File: src/hdl/frontend_pkg.sv
`default_nettype none

package frontend_pkg;

    localparam logic [5:0] OP_BEQ = 6'h04;
    localparam logic [5:0] OP_BNE = 6'h05;

    typedef struct packed {
        logic [5:0] opcode;
        logic [4:0] rs;
        logic [4:0] rt;
        logic [4:0] rd;
        logic [4:0] shamt;
        logic [5:0] funct;
    } r_fmt_t;

    typedef struct packed {
        logic [5:0]  opcode;
        logic [4:0]  rs;
        logic [4:0]  rt;
        logic [15:0] imm;
    } i_fmt_t;

    // Same 32 bits, two field layouts
    typedef union packed {
        r_fmt_t r;
        i_fmt_t i;
    } inst_word_t;

    // word1 at pc, word2 at pc + 4
    typedef struct packed {
        logic [31:0] pc;
        inst_word_t  word1;
        inst_word_t  word2;
    } fetch_pair_t;

    typedef struct packed {
        inst_word_t  word;
        logic [31:0] pc;
    } queue_entry_t;

    typedef struct packed {
        logic        valid;
        logic [31:0] pc;
        inst_word_t  word;
        logic        is_branch;
        logic [4:0]  rs;
        logic [4:0]  rt;
        logic [4:0]  rd;
        logic [15:0] imm;
    } issue_slot_t;

    typedef struct packed {
        issue_slot_t slot1;
        issue_slot_t slot2;
        logic        delay_slot;
    } issue_pair_t;

    typedef struct packed {
        logic        valid;
        logic        taken;
        logic [31:0] target;
    } resolve_t;

endpackage

`default_nettype wire

File: src/hdl/fetch_unit.sv
`default_nettype none

module fetch_unit #(
    parameter logic [31:0] RESET_PC = 32'h0000_0000
) (
    input  wire                        clk,
    input  wire                        rst,

    output logic                       imem_req,
    output logic [31:0]                imem_addr,
    input  wire                        imem_ack,
    input  wire frontend_pkg::fetch_pair_t imem_data,

    output logic                       wr_en,
    output frontend_pkg::fetch_pair_t  wr_pair,
    input  wire                        full,

    input  wire                        flush,
    input  wire [31:0]                 flush_target
);

    logic [31:0] pc;
    logic [31:0] req_addr;
    logic        stale;
    logic        accept;
    logic        start_req;

    assign imem_addr = req_addr;

    // Response is kept only if no redirect happened while it was open
    assign accept = imem_req && imem_ack && !stale && !flush;

    // Pending write must land first so full reflects it
    assign start_req = !imem_req && !imem_ack && !wr_en && !full && !flush;

    always_ff @(posedge clk) begin
        if (rst) begin
            imem_req <= 1'b0;
            wr_en    <= 1'b0;
            stale    <= 1'b0;
            pc       <= RESET_PC;
            req_addr <= RESET_PC;
        end else begin
            wr_en <= 1'b0;
            if (imem_req) begin
                if (imem_ack) begin
                    imem_req <= 1'b0;
                    wr_en    <= accept;
                    stale    <= 1'b0;
                    if (accept) begin
                        pc <= pc + 32'd8;
                    end
                end else if (flush) begin
                    stale <= 1'b1;
                end
            end else if (start_req) begin
                imem_req <= 1'b1;
                req_addr <= pc;
            end
            if (flush) begin
                pc <= flush_target;
            end
        end
    end

    // Payload only, written with the captured response
    always_ff @(posedge clk) begin
        if (imem_req && imem_ack) begin
            wr_pair.pc    <= req_addr;
            wr_pair.word1 <= imem_data.word1;
            wr_pair.word2 <= imem_data.word2;
        end
    end

endmodule

`default_nettype wire

File: src/hdl/inst_queue.sv
`default_nettype none

module inst_queue #(
    parameter int QUEUE_DEPTH = 16
) (
    input  wire                              clk,
    input  wire                              rst,

    input  wire                              wr_en,
    input  wire frontend_pkg::fetch_pair_t   wr_pair,
    output logic                             full,

    input  wire [1:0]                        pop,
    input  wire                              flush,

    output frontend_pkg::queue_entry_t       head1,
    output frontend_pkg::queue_entry_t       head2,
    output logic [$clog2(QUEUE_DEPTH):0]     count,
    output logic                             empty,
    output logic                             delay_flag
);

    localparam int PTR_W = $clog2(QUEUE_DEPTH);
    localparam int CNT_W = PTR_W + 1;

    frontend_pkg::queue_entry_t mem [QUEUE_DEPTH];
    frontend_pkg::queue_entry_t ret_entry;

    logic [PTR_W-1:0] wr_ptr;
    logic [PTR_W-1:0] rd_ptr;
    logic [PTR_W-1:0] wr_ptr_nxt;
    logic [PTR_W-1:0] rd_ptr_nxt;
    logic [CNT_W-1:0] occ;
    logic [CNT_W-1:0] occ_add;
    logic [CNT_W-1:0] occ_sub;

    assign wr_ptr_nxt = wr_ptr + PTR_W'(1);
    assign rd_ptr_nxt = rd_ptr + PTR_W'(1);

    // Retained delay slot counts as one entry in front of the ring
    assign count = delay_flag ? CNT_W'(1) : occ;
    assign empty = (count == '0);

    // Two free slots are reserved so a whole pair always fits
    assign full = (occ >= CNT_W'(QUEUE_DEPTH - 2));

    assign occ_add = wr_en ? CNT_W'(2) : '0;
    assign occ_sub = delay_flag ? '0 : CNT_W'(pop);

    always_comb begin
        if (delay_flag) begin
            head1 = ret_entry;
            head2 = '0;
        end else begin
            head1 = mem[rd_ptr];
            head2 = (occ >= CNT_W'(2)) ? mem[rd_ptr_nxt] : '0;
        end
    end

    always_ff @(posedge clk) begin
        if (rst) begin
            wr_ptr     <= '0;
            rd_ptr     <= '0;
            occ        <= '0;
            delay_flag <= 1'b0;
        end else if (flush) begin
            // Branch already popped, so the head is its delay slot
            wr_ptr     <= '0;
            rd_ptr     <= '0;
            occ        <= '0;
            delay_flag <= !empty;
        end else begin
            if (wr_en) begin
                wr_ptr <= wr_ptr + PTR_W'(2);
            end
            if (delay_flag) begin
                if (pop != 2'd0) begin
                    delay_flag <= 1'b0;
                end
            end else begin
                rd_ptr <= rd_ptr + PTR_W'(pop);
            end
            occ <= occ + occ_add - occ_sub;
        end
    end

    always_ff @(posedge clk) begin
        if (flush) begin
            ret_entry <= head1;
        end
    end

    // Writes arriving with a flush belong to the old path
    always_ff @(posedge clk) begin
        if (wr_en && !flush) begin
            mem[wr_ptr].word     <= wr_pair.word1;
            mem[wr_ptr].pc       <= wr_pair.pc;
            mem[wr_ptr_nxt].word <= wr_pair.word2;
            mem[wr_ptr_nxt].pc   <= wr_pair.pc + 32'd4;
        end
    end

endmodule

`default_nettype wire

File: src/hdl/issue_stage.sv
`default_nettype none

module issue_stage #(
    parameter int QUEUE_DEPTH = 16
) (
    input  wire                              clk,
    input  wire                              rst,

    input  wire frontend_pkg::queue_entry_t  head1,
    input  wire frontend_pkg::queue_entry_t  head2,
    input  wire [$clog2(QUEUE_DEPTH):0]      count,
    input  wire                              empty,
    input  wire                              delay_flag,
    output logic [1:0]                       pop,

    output logic                             iss_req,
    output frontend_pkg::issue_pair_t        iss_pair,
    input  wire                              iss_ack,

    input  wire frontend_pkg::resolve_t      resolve,
    output logic                             flush,
    output logic [31:0]                      flush_target
);

    typedef enum logic [1:0] {
        S_IDLE,
        S_REQ,
        S_WAIT
    } state_t;

    state_t                    state;
    frontend_pkg::issue_slot_t s1;
    frontend_pkg::issue_slot_t s2;
    frontend_pkg::issue_pair_t next_pair;
    logic                      can_issue;
    logic                      two_ok;

    function automatic frontend_pkg::issue_slot_t decode_slot(
        input frontend_pkg::queue_entry_t e,
        input logic                       v
    );
        frontend_pkg::issue_slot_t s;
        s           = '0;
        s.valid     = v;
        s.pc        = e.pc;
        s.word      = e.word;
        s.is_branch = v && (e.word.i.opcode == frontend_pkg::OP_BEQ ||
                            e.word.i.opcode == frontend_pkg::OP_BNE);
        // Opcode zero is the R format
        if (e.word.r.opcode == 6'd0) begin
            s.rs = e.word.r.rs;
            s.rt = e.word.r.rt;
            s.rd = e.word.r.rd;
        end else begin
            s.rs  = e.word.i.rs;
            s.rt  = e.word.i.rt;
            s.imm = e.word.i.imm;
        end
        return s;
    endfunction

    assign two_ok = (count >= 2);

    always_comb begin
        s1                   = decode_slot(head1, !empty);
        s2                   = decode_slot(head2, two_ok && !delay_flag);
        next_pair.slot1      = s1;
        next_pair.slot2      = s2;
        next_pair.delay_slot = 1'b0;
        can_issue            = !empty;
        if (delay_flag) begin
            next_pair.slot2      = '0;
            next_pair.delay_slot = 1'b1;
        end else if (s1.is_branch) begin
            // Delay slot must already be queued behind the branch
            next_pair.slot2 = '0;
            can_issue       = two_ok;
        end else if (s2.is_branch) begin
            next_pair.slot2 = '0;
        end
    end

    assign iss_req      = (state == S_REQ);
    assign pop          = (iss_req && iss_ack) ?
                          (2'(iss_pair.slot1.valid) + 2'(iss_pair.slot2.valid)) : 2'd0;
    assign flush        = (state == S_WAIT) && resolve.valid && resolve.taken;
    assign flush_target = resolve.target;

    always_ff @(posedge clk) begin
        if (rst) begin
            state <= S_IDLE;
        end else begin
            case (state)
                S_IDLE: begin
                    if (can_issue && !iss_ack) begin
                        state <= S_REQ;
                    end
                end
                S_REQ: begin
                    if (iss_ack) begin
                        if (iss_pair.slot1.is_branch && !iss_pair.delay_slot) begin
                            state <= S_WAIT;
                        end else begin
                            state <= S_IDLE;
                        end
                    end
                end
                default: begin
                    if (resolve.valid) begin
                        state <= S_IDLE;
                    end
                end
            endcase
        end
    end

    // Pair is frozen once req is up
    always_ff @(posedge clk) begin
        if (state == S_IDLE) begin
            iss_pair <= next_pair;
        end
    end

endmodule

`default_nettype wire

File: src/hdl/frontend_top.sv
`default_nettype none

module frontend_top #(
    parameter int          QUEUE_DEPTH = 16,
    parameter logic [31:0] RESET_PC    = 32'h0000_0000
) (
    input  wire                              clk,
    input  wire                              rst,

    output logic                             imem_req,
    output logic [31:0]                      imem_addr,
    input  wire                              imem_ack,
    input  wire frontend_pkg::fetch_pair_t   imem_data,

    output logic                             iss_req,
    output frontend_pkg::issue_pair_t        iss_pair,
    input  wire                              iss_ack,

    input  wire frontend_pkg::resolve_t      resolve
);

    frontend_pkg::fetch_pair_t   wr_pair;
    frontend_pkg::queue_entry_t  head1;
    frontend_pkg::queue_entry_t  head2;
    logic [$clog2(QUEUE_DEPTH):0] count;
    logic                        wr_en;
    logic                        full;
    logic                        empty;
    logic                        delay_flag;
    logic [1:0]                  pop;
    logic                        flush;
    logic [31:0]                 flush_target;

    fetch_unit #(
        .RESET_PC (RESET_PC)
    ) u_fetch (
        .clk          (clk),
        .rst          (rst),
        .imem_req     (imem_req),
        .imem_addr    (imem_addr),
        .imem_ack     (imem_ack),
        .imem_data    (imem_data),
        .wr_en        (wr_en),
        .wr_pair      (wr_pair),
        .full         (full),
        .flush        (flush),
        .flush_target (flush_target)
    );

    inst_queue #(
        .QUEUE_DEPTH (QUEUE_DEPTH)
    ) u_queue (
        .clk        (clk),
        .rst        (rst),
        .wr_en      (wr_en),
        .wr_pair    (wr_pair),
        .full       (full),
        .pop        (pop),
        .flush      (flush),
        .head1      (head1),
        .head2      (head2),
        .count      (count),
        .empty      (empty),
        .delay_flag (delay_flag)
    );

    issue_stage #(
        .QUEUE_DEPTH (QUEUE_DEPTH)
    ) u_issue (
        .clk          (clk),
        .rst          (rst),
        .head1        (head1),
        .head2        (head2),
        .count        (count),
        .empty        (empty),
        .delay_flag   (delay_flag),
        .pop          (pop),
        .iss_req      (iss_req),
        .iss_pair     (iss_pair),
        .iss_ack      (iss_ack),
        .resolve      (resolve),
        .flush        (flush),
        .flush_target (flush_target)
    );

endmodule

`default_nettype wire

File: config.mk
export PLATFORM = sky130hd
export DESIGN_NAME = frontend_top
export DESIGN_NICKNAME = d
export VERILOG_FILES = /design/src/hdl/frontend_pkg.sv /design/src/hdl/fetch_unit.sv /design/src/hdl/inst_queue.sv /design/src/hdl/issue_stage.sv /design/src/hdl/frontend_top.sv
export SDC_FILE = /design/constraint.sdc
export NUM_CORES = 2
export LEC_CHECK = 0
export ABC_CLOCK_PERIOD_IN_PS = 22600
export BUFFER_PORTS_ARGS = -buffer_cell sky130_fd_sc_hd__buf_2
export CAP_MARGIN = 40
export CORE_UTILIZATION = 35
export CTS_BUF_LIST = sky130_fd_sc_hd__clkbuf_8
export DETAILED_ROUTE_END_ITERATION = 6
export GPL_TIMING_DRIVEN = 0
export PLACE_DENSITY = 0.56
export SKIP_LAST_GASP = 1
export SYNTH_ARGS = -nofsm -noshare
export SYNTH_HDL_FRONTEND = slang
export SYNTH_SLANG_ARGS = --single-unit
File: constraint.sdc
create_clock -name clk -period 22.6 [get_ports clk]
set_input_delay 1.13 -clock clk [delete_from_list [all_inputs] [get_ports clk]]
set_output_delay 1.13 -clock clk [all_outputs]
set_load 0.03 [all_outputs]
# Word level (Yosys, flattened, before mapping)
# Memory sizes are Yosys's and may differ from the RTL's. A register that Yosys moved wholly into a read port is not among the register bits.
# Cells that the tools add are included.
# word_totals
ramBits	1024
mem_count	1
out_inout_bits	229
wordCells	136
input_bits	134
ff_bits	438
# op_classes
n_reduce_logical	48
n_mux	31
eq_ne	8
n_bitwise	4
n_lt_le_gt_ge	3
n_addsub	9
# memory_table
name	depth	word_bits	read_ports	rd_clocked_by_memory_dff	wr	line_no	source
u_queue.mem	16	64	2	1	2	inst_queue.sv:26	frontend_pkg::queue_entry_t mem [QUEUE_DEPTH];
# ops
cell	n
two-way mux 64 bit	3
two-way mux 32 bit	4
adder 32 x 3 -> 32 bit, second input constant	1
adder 32 x 4 -> 32 bit, second input constant	1
== test 6 x 3 -> 1 bit, second input constant	4
logical AND 1 bit	16
two-way mux 2 bit	7
two-way mux 1 bit	13
logical NOT 6 bit	2
OR reduction 4 bit	3
>= comparator 5 x 2 -> 1 bit, second input constant	2
logical NOT 1 bit	10
adder 4 x 1 -> 4 bit, second input constant	2
two-way mux 4 bit	2
nonzero test 2 bit	4
AND reduction 3 bit	2
OR reduction 3 bit	2
adder 5 bit	1
>= comparator 5 x 4 -> 1 bit, second input constant	1
logical NOT 5 bit	1
two-way mux 5 bit	1
subtractor 5 bit	1
adder 4 x 2 -> 4 bit	1
adder 4 x 2 -> 4 bit, second input constant	1
12 further kinds	18

# Longest topological paths before layout
# logic_depth
depth_word	9
mapped_depth	12
depth_no_buf	11

# By module
# From an unflattened synthesis, not the netlist that was laid out.
# hier_totals
hier_cells	3268
hier_area_um2	62419.9
# modules_own_cells
mod	cells_each	seq_area_each_um2	n_inst	area_each_um2
inst_queue	2401	32531.2	1	49735.2
issue_stage	386	5265.0	1	6685.2
fetch_unit	481	4224.1	1	5999.5

# Worst setup path before layout
# Ideal clock, no wire load.
# synth_timing
path_type	input-to-reg
startpoint	input port resolve[32] (netlist name)
endpoint	memory u_queue.mem[8][0] (netlist name), enable pin
setup_slack_ns	6.164
setup_ns	0.919
n_path_buf	1
t_required_ns	21.681
arrival_ns	15.517
cell_stages	4
cell_sequence	nand4b_1 clkbuf_1 clkinv_1 nor4_1
# synth_lines
item	line_no	source
start: declaration	frontend_top.sv:19	input wire frontend_pkg::resolve_t resolve
end: declaration	inst_queue.sv:26	

# Final worst setup path
# layout_timing
startpoint	register u_queue.rd_ptr[1]
endpoint	register, netlist name u_issue.iss_pair[72]
# layout_between
elab_chain_cells	8
elab_cells_between_ends	9
classes_between	add/sub (1); eq/ne (2); mux (2); reduce/logical (3); memory (1)
# layout_lines
item	line_no	source
start: declaration	inst_queue.sv:30	logic [PTR_W-1:0] rd_ptr;
start signal: assignment	inst_queue.sv:81	rd_ptr <= rd_ptr + PTR_W'(pop);
adder 4 x 1 -> 4 bit *	inst_queue.sv:38	assign rd_ptr_nxt = rd_ptr + PTR_W'(1);
memory read (16 x 64 bit) *	-	
two-way mux 64 bit	inst_queue.sv:56	head2 = (occ >= CNT_W'(2)) ? mem[rd_ptr_nxt] : '0;
two-way mux 64 bit	inst_queue.sv:51	if (delay_flag) begin
== test 6 x 3 -> 1 bit (on tied branches)	issue_stage.sv:47, issue_stage.sv:48	
logical OR 1 bit	issue_stage.sv:47	s.is_branch = v && (e.word.i.opcode == frontend_pkg::OP_BEQ ||
logical AND 1 bit	issue_stage.sv:47	
OR reduction 4 bit (no source line)	-	
# Mark *: on every way between the ends. The rest lies on a longest branch, timed or not.
# A chain may end at the register's enable or synchronous reset.

==> metrics.md <==
| Metric | Value |
|---|---|
| Clk root buf | clkbuf_8 |
| Post-Synthesis Cells | 3236 |
| R2r startpoint | u_queue.rd_ptr[1] |
| Syn_area_per_cell | 19.1 µm² |
| Die W | 423 µm |
| Final Wtd Congestion | 0.803 |
| Initial DRC count | 3618 |
| Leakage | 24.3 nW |
| Power Dens Cells | 92.2 mW/mm² |
| Worst path arrival time | 5230 ps |
| Antenna violations before repair | 4 |
| PortBufs | 328 |
| Commonest non-fill, non-tap cells in the layout | edfxtp_1 (1342), mux4_2 (561), buf_2 (409) |
| Placed Area | 0.0690 mm² |
| Post-synth EDFFs | 1342 |
| Core ar. | 0.176 mm² |
| CP max FO | 10 |
| Area growth from synthesis to layout | 18.4% |
| Vias in the first global route | 36300 |
| Die height | 423 µm |
| Largest net degree at the start of global routing | 43 |
| Final setup fails | 0 |
| Cts hold-fix bufs | 0 |
| Highest Clock Rate | 218 MHz |
| Clock Path Buffers | 3 |
| Post-route ant nets | 0 |
| R2R setup slack | 18020 ps |
| MaxCap Viol Count | 0 |
| Clock-pin slew on the worst setup and hold paths | 60 ps |
| Most common cell after layout, fill and taps aside | edfxtp_1 |
| WP data required | 23250 ps |
| Status | finished with violations |
| Worst Hold Depth | 1 |
| Skew final | 67.4 ps |
| Relative slew margins | 0.252 |
| Post-Syn Nets | 3388 |
| Congestion Overflow GR | 0 |
| TritonRoute pass-1 iters | 7 |
| Least-Margin Pin Slew | 1120 ps |
| CTS buffer count | 229 |
| Vias per Instance | 5.42 |
| I/O Pins | 363 |
| Net total in the final layout | 4144 |
| Die area | 0.179 mm² |
| Worst setup margin | 18020 ps |
| GR Util All Layers | 0.209 |
| Post-Syn Area | 0.0620 mm² |
| Post-synth cell types | 58 |
| Hold endpoint | u_fetch.wr_pair[42] |
| Tot Pwr | 6.76 mW |
| H-tree levels | 4 |
| Worst-Skew Late Latency | 980 ps |
| Vias post-DR | 35400 |
| Crit end category | flop |
| Share of layout cells above drive strength 1 | 0.381 |
| Startpoint Class | flop |
| WL final | 188000 µm |
| Reg2reg end | u_issue.iss_pair[72] |
| Final Max Tran Viols | 0 |
| Post-synthesis register bit count | 1428 |
| Initial Utilization | 0.352 |
| Drt drc | 1 |
| Hold Path Class | input pin to flop |
| Hold Path Origin | imem_data[42] |
| VDD IR max | 0.0000472 V |
| Non-filler instance count after layout | 6520 |
| Clock tree from TritonCTS | built |
| Row count | 154 |
| Fin area | 0.0734 mm² |
| Minimum clock period | 4580 ps |
| Ys Warns | 0 |
| Tcrit/Tclk final | 0.203 |
| Hpwl dp | 136000 µm |
| Sequential share of the synthesized area | 0.678 |
| Placed cells | 6100 |
| Number of setup buffers added after CTS | 0 |
| Place WS | 17390 ps |
| Post-synthesis async set-or-reset flop share | 0 |
| Fin. Hold Viols | 0 |
| WL/cell | 28.8 µm |
| Crit path kind | flop to flop |
| Post-cts gate resize count | 0 |
| Failing checks | design-rule violations |
| Main synth FF type | edfxtp_1 |
| Fill count | 15700 |
| CTS sink cnt | 1428 |
| RSZ-0062 raised after global routing | false |
| Reg2Reg Depth | 11 |
| First-pass GRT wire length | 265000 µm |
| TNS Setup | 0 ps |
per-layer routing:
| layer | GRT usage | vias to the layer above | routed length, µm |
|---|---|---|---|
| li1 | - | 14900 | - |
| met1 | 0.274 | 18700 | 76200 |
| met2 | 0.341 | 1509 | 91300 |
| met3 | 0.0411 | 299 | 13000 |
| met4 | 0.0829 | 0 | 7340 |
| met5 | 0 | - | 0 |
worst max-delay path, stage by stage (launching register included):
cell	delay (ps)
dfxtp_1	410
ha_1	230
xor2_1	500
buf_2	440
buf_1	650
clkbuf_1	240
buf_8	200
clkbuf_1	630
nand2_1	140
nand3_1	130
o21ai_0	80
nor3_1	560
where the power goes:
| group | leakage, nW | internal [mW] | total, mW | switching (mW) |
|---|---|---|---|---|
| logic | 8.69 | 0.534 | 1.45 | 0.917 |
| clock network | 2.44 | 1.09 | 2.14 | 1.05 |
| registers | 13.1 | 3.09 | 3.17 | 0.0887 |
through the flow:
| stage | hold slack, ps | util |
|---|---|---|
| after floorplan | 432 | - |
| after global routing | 262 | 0.417 |
| after detailed placement | 444 | 0.392 |
| after CTS | 224 | 0.417 |
| after global placement | 438 | 0.378 |
| final | 336 | 0.417 |
cells by family after synthesis:
| logic type | after synthesis | share of synthesized area |
|---|---|---|
| buf+inv | 268 | 0.0204 |
| fa+ha+maj | 18 | 0.00400 |
| simple gates | 627 | 0.0483 |
| compound gates | 163 | 0.0163 |
| mux | 673 | 0.225 |
| flops | 1428 | 0.678 |
| other cells | 1 | 0.0000605 |
| xor+xnor | 58 | 0.00820 |
registers in the layout, indices dropped and copies added (netlist names), 2 cells and up, named ones only:
| name | count |
|---|---|
| u_fetch.imem_addr | 32 |
| u_fetch.pc | 32 |
| u_fetch.wr_pair | 96 |
| u_issue.iss_pair | 174 |
| u_issue.state | 2 |
| u_queue.mem | 1008 |
| u_queue.occ | 5 |
| u_queue.rd_ptr | 4 |
| u_queue.ret_entry | 64 |
| u_queue.wr_ptr | 3 |
Yosys cell counts (7+ instances only):
library cell | number | area [µm²]
and4_1 | 8 | 70.1
and2_1 | 7 | 43.8
ha_1 | 15 | 188
o31a_1 | 11 | 96.3
a211oi_1 | 25 | 188
edfxtp_1 | 1342 | 40300
mux4_2 | 561 | 12600
nor3_2 | 19 | 190
buf_1 | 29 | 109
buf_2 | 71 | 355
clkbuf_1 | 101 | 379
o21ai_0 | 56 | 280
nand3_1 | 59 | 295
and3_1 | 14 | 87.6
xor2_1 | 18 | 158
a21oi_1 | 49 | 245
nor3b_1 | 13 | 97.6
nor3_1 | 41 | 205
xnor2_1 | 40 | 350
dfxtp_1 | 86 | 1720
buf_6 | 10 | 113
nor2_1 | 77 | 289
mux2_2 | 52 | 586
nor4_1 | 13 | 81.3
nand4_1 | 11 | 68.8
buf_4 | 25 | 188
inv_1 | 29 | 109
nor2b_1 | 16 | 100
mux2i_1 | 54 | 541
or3_1 | 7 | 43.8
nand2_1 | 316 | 1190
how the worst max path moves through the flow:
stage | from | end | cells after the start
6_report | u_queue.rd_ptr[1] | u_issue.iss_pair[72] | 11
5_1_grt | u_queue.rd_ptr[1] | u_issue.iss_pair[73] | 11
4_1_cts | u_queue.rd_ptr[1] | u_issue.iss_pair[71] | 11
3_5_place_dp | resolve[32] | u_queue.mem[8][39] | 11
3_3_place_gp | resolve[32] | u_queue.mem[8][36] | 5
2_1_floorplan | resolve[32] | u_queue.mem[8][0] | 4
cell type report:
type                            count  area (µm²)  area share
Sequential cell                  1428       42000       0.573
Buffer                            236        1140      0.0156
Tap cell                         2340        2930      0.0399
Clock inverter                    175        1040      0.0142
Inverter                           32         125     0.00171
Antenna cell                        5        12.5    0.000171
Timing Repair Buffer              525        4060      0.0553
Multi-Input combinational cell   1540       18700       0.255
Clock buffer                      239        3290      0.0448
(Power assumes the default switching activity.)
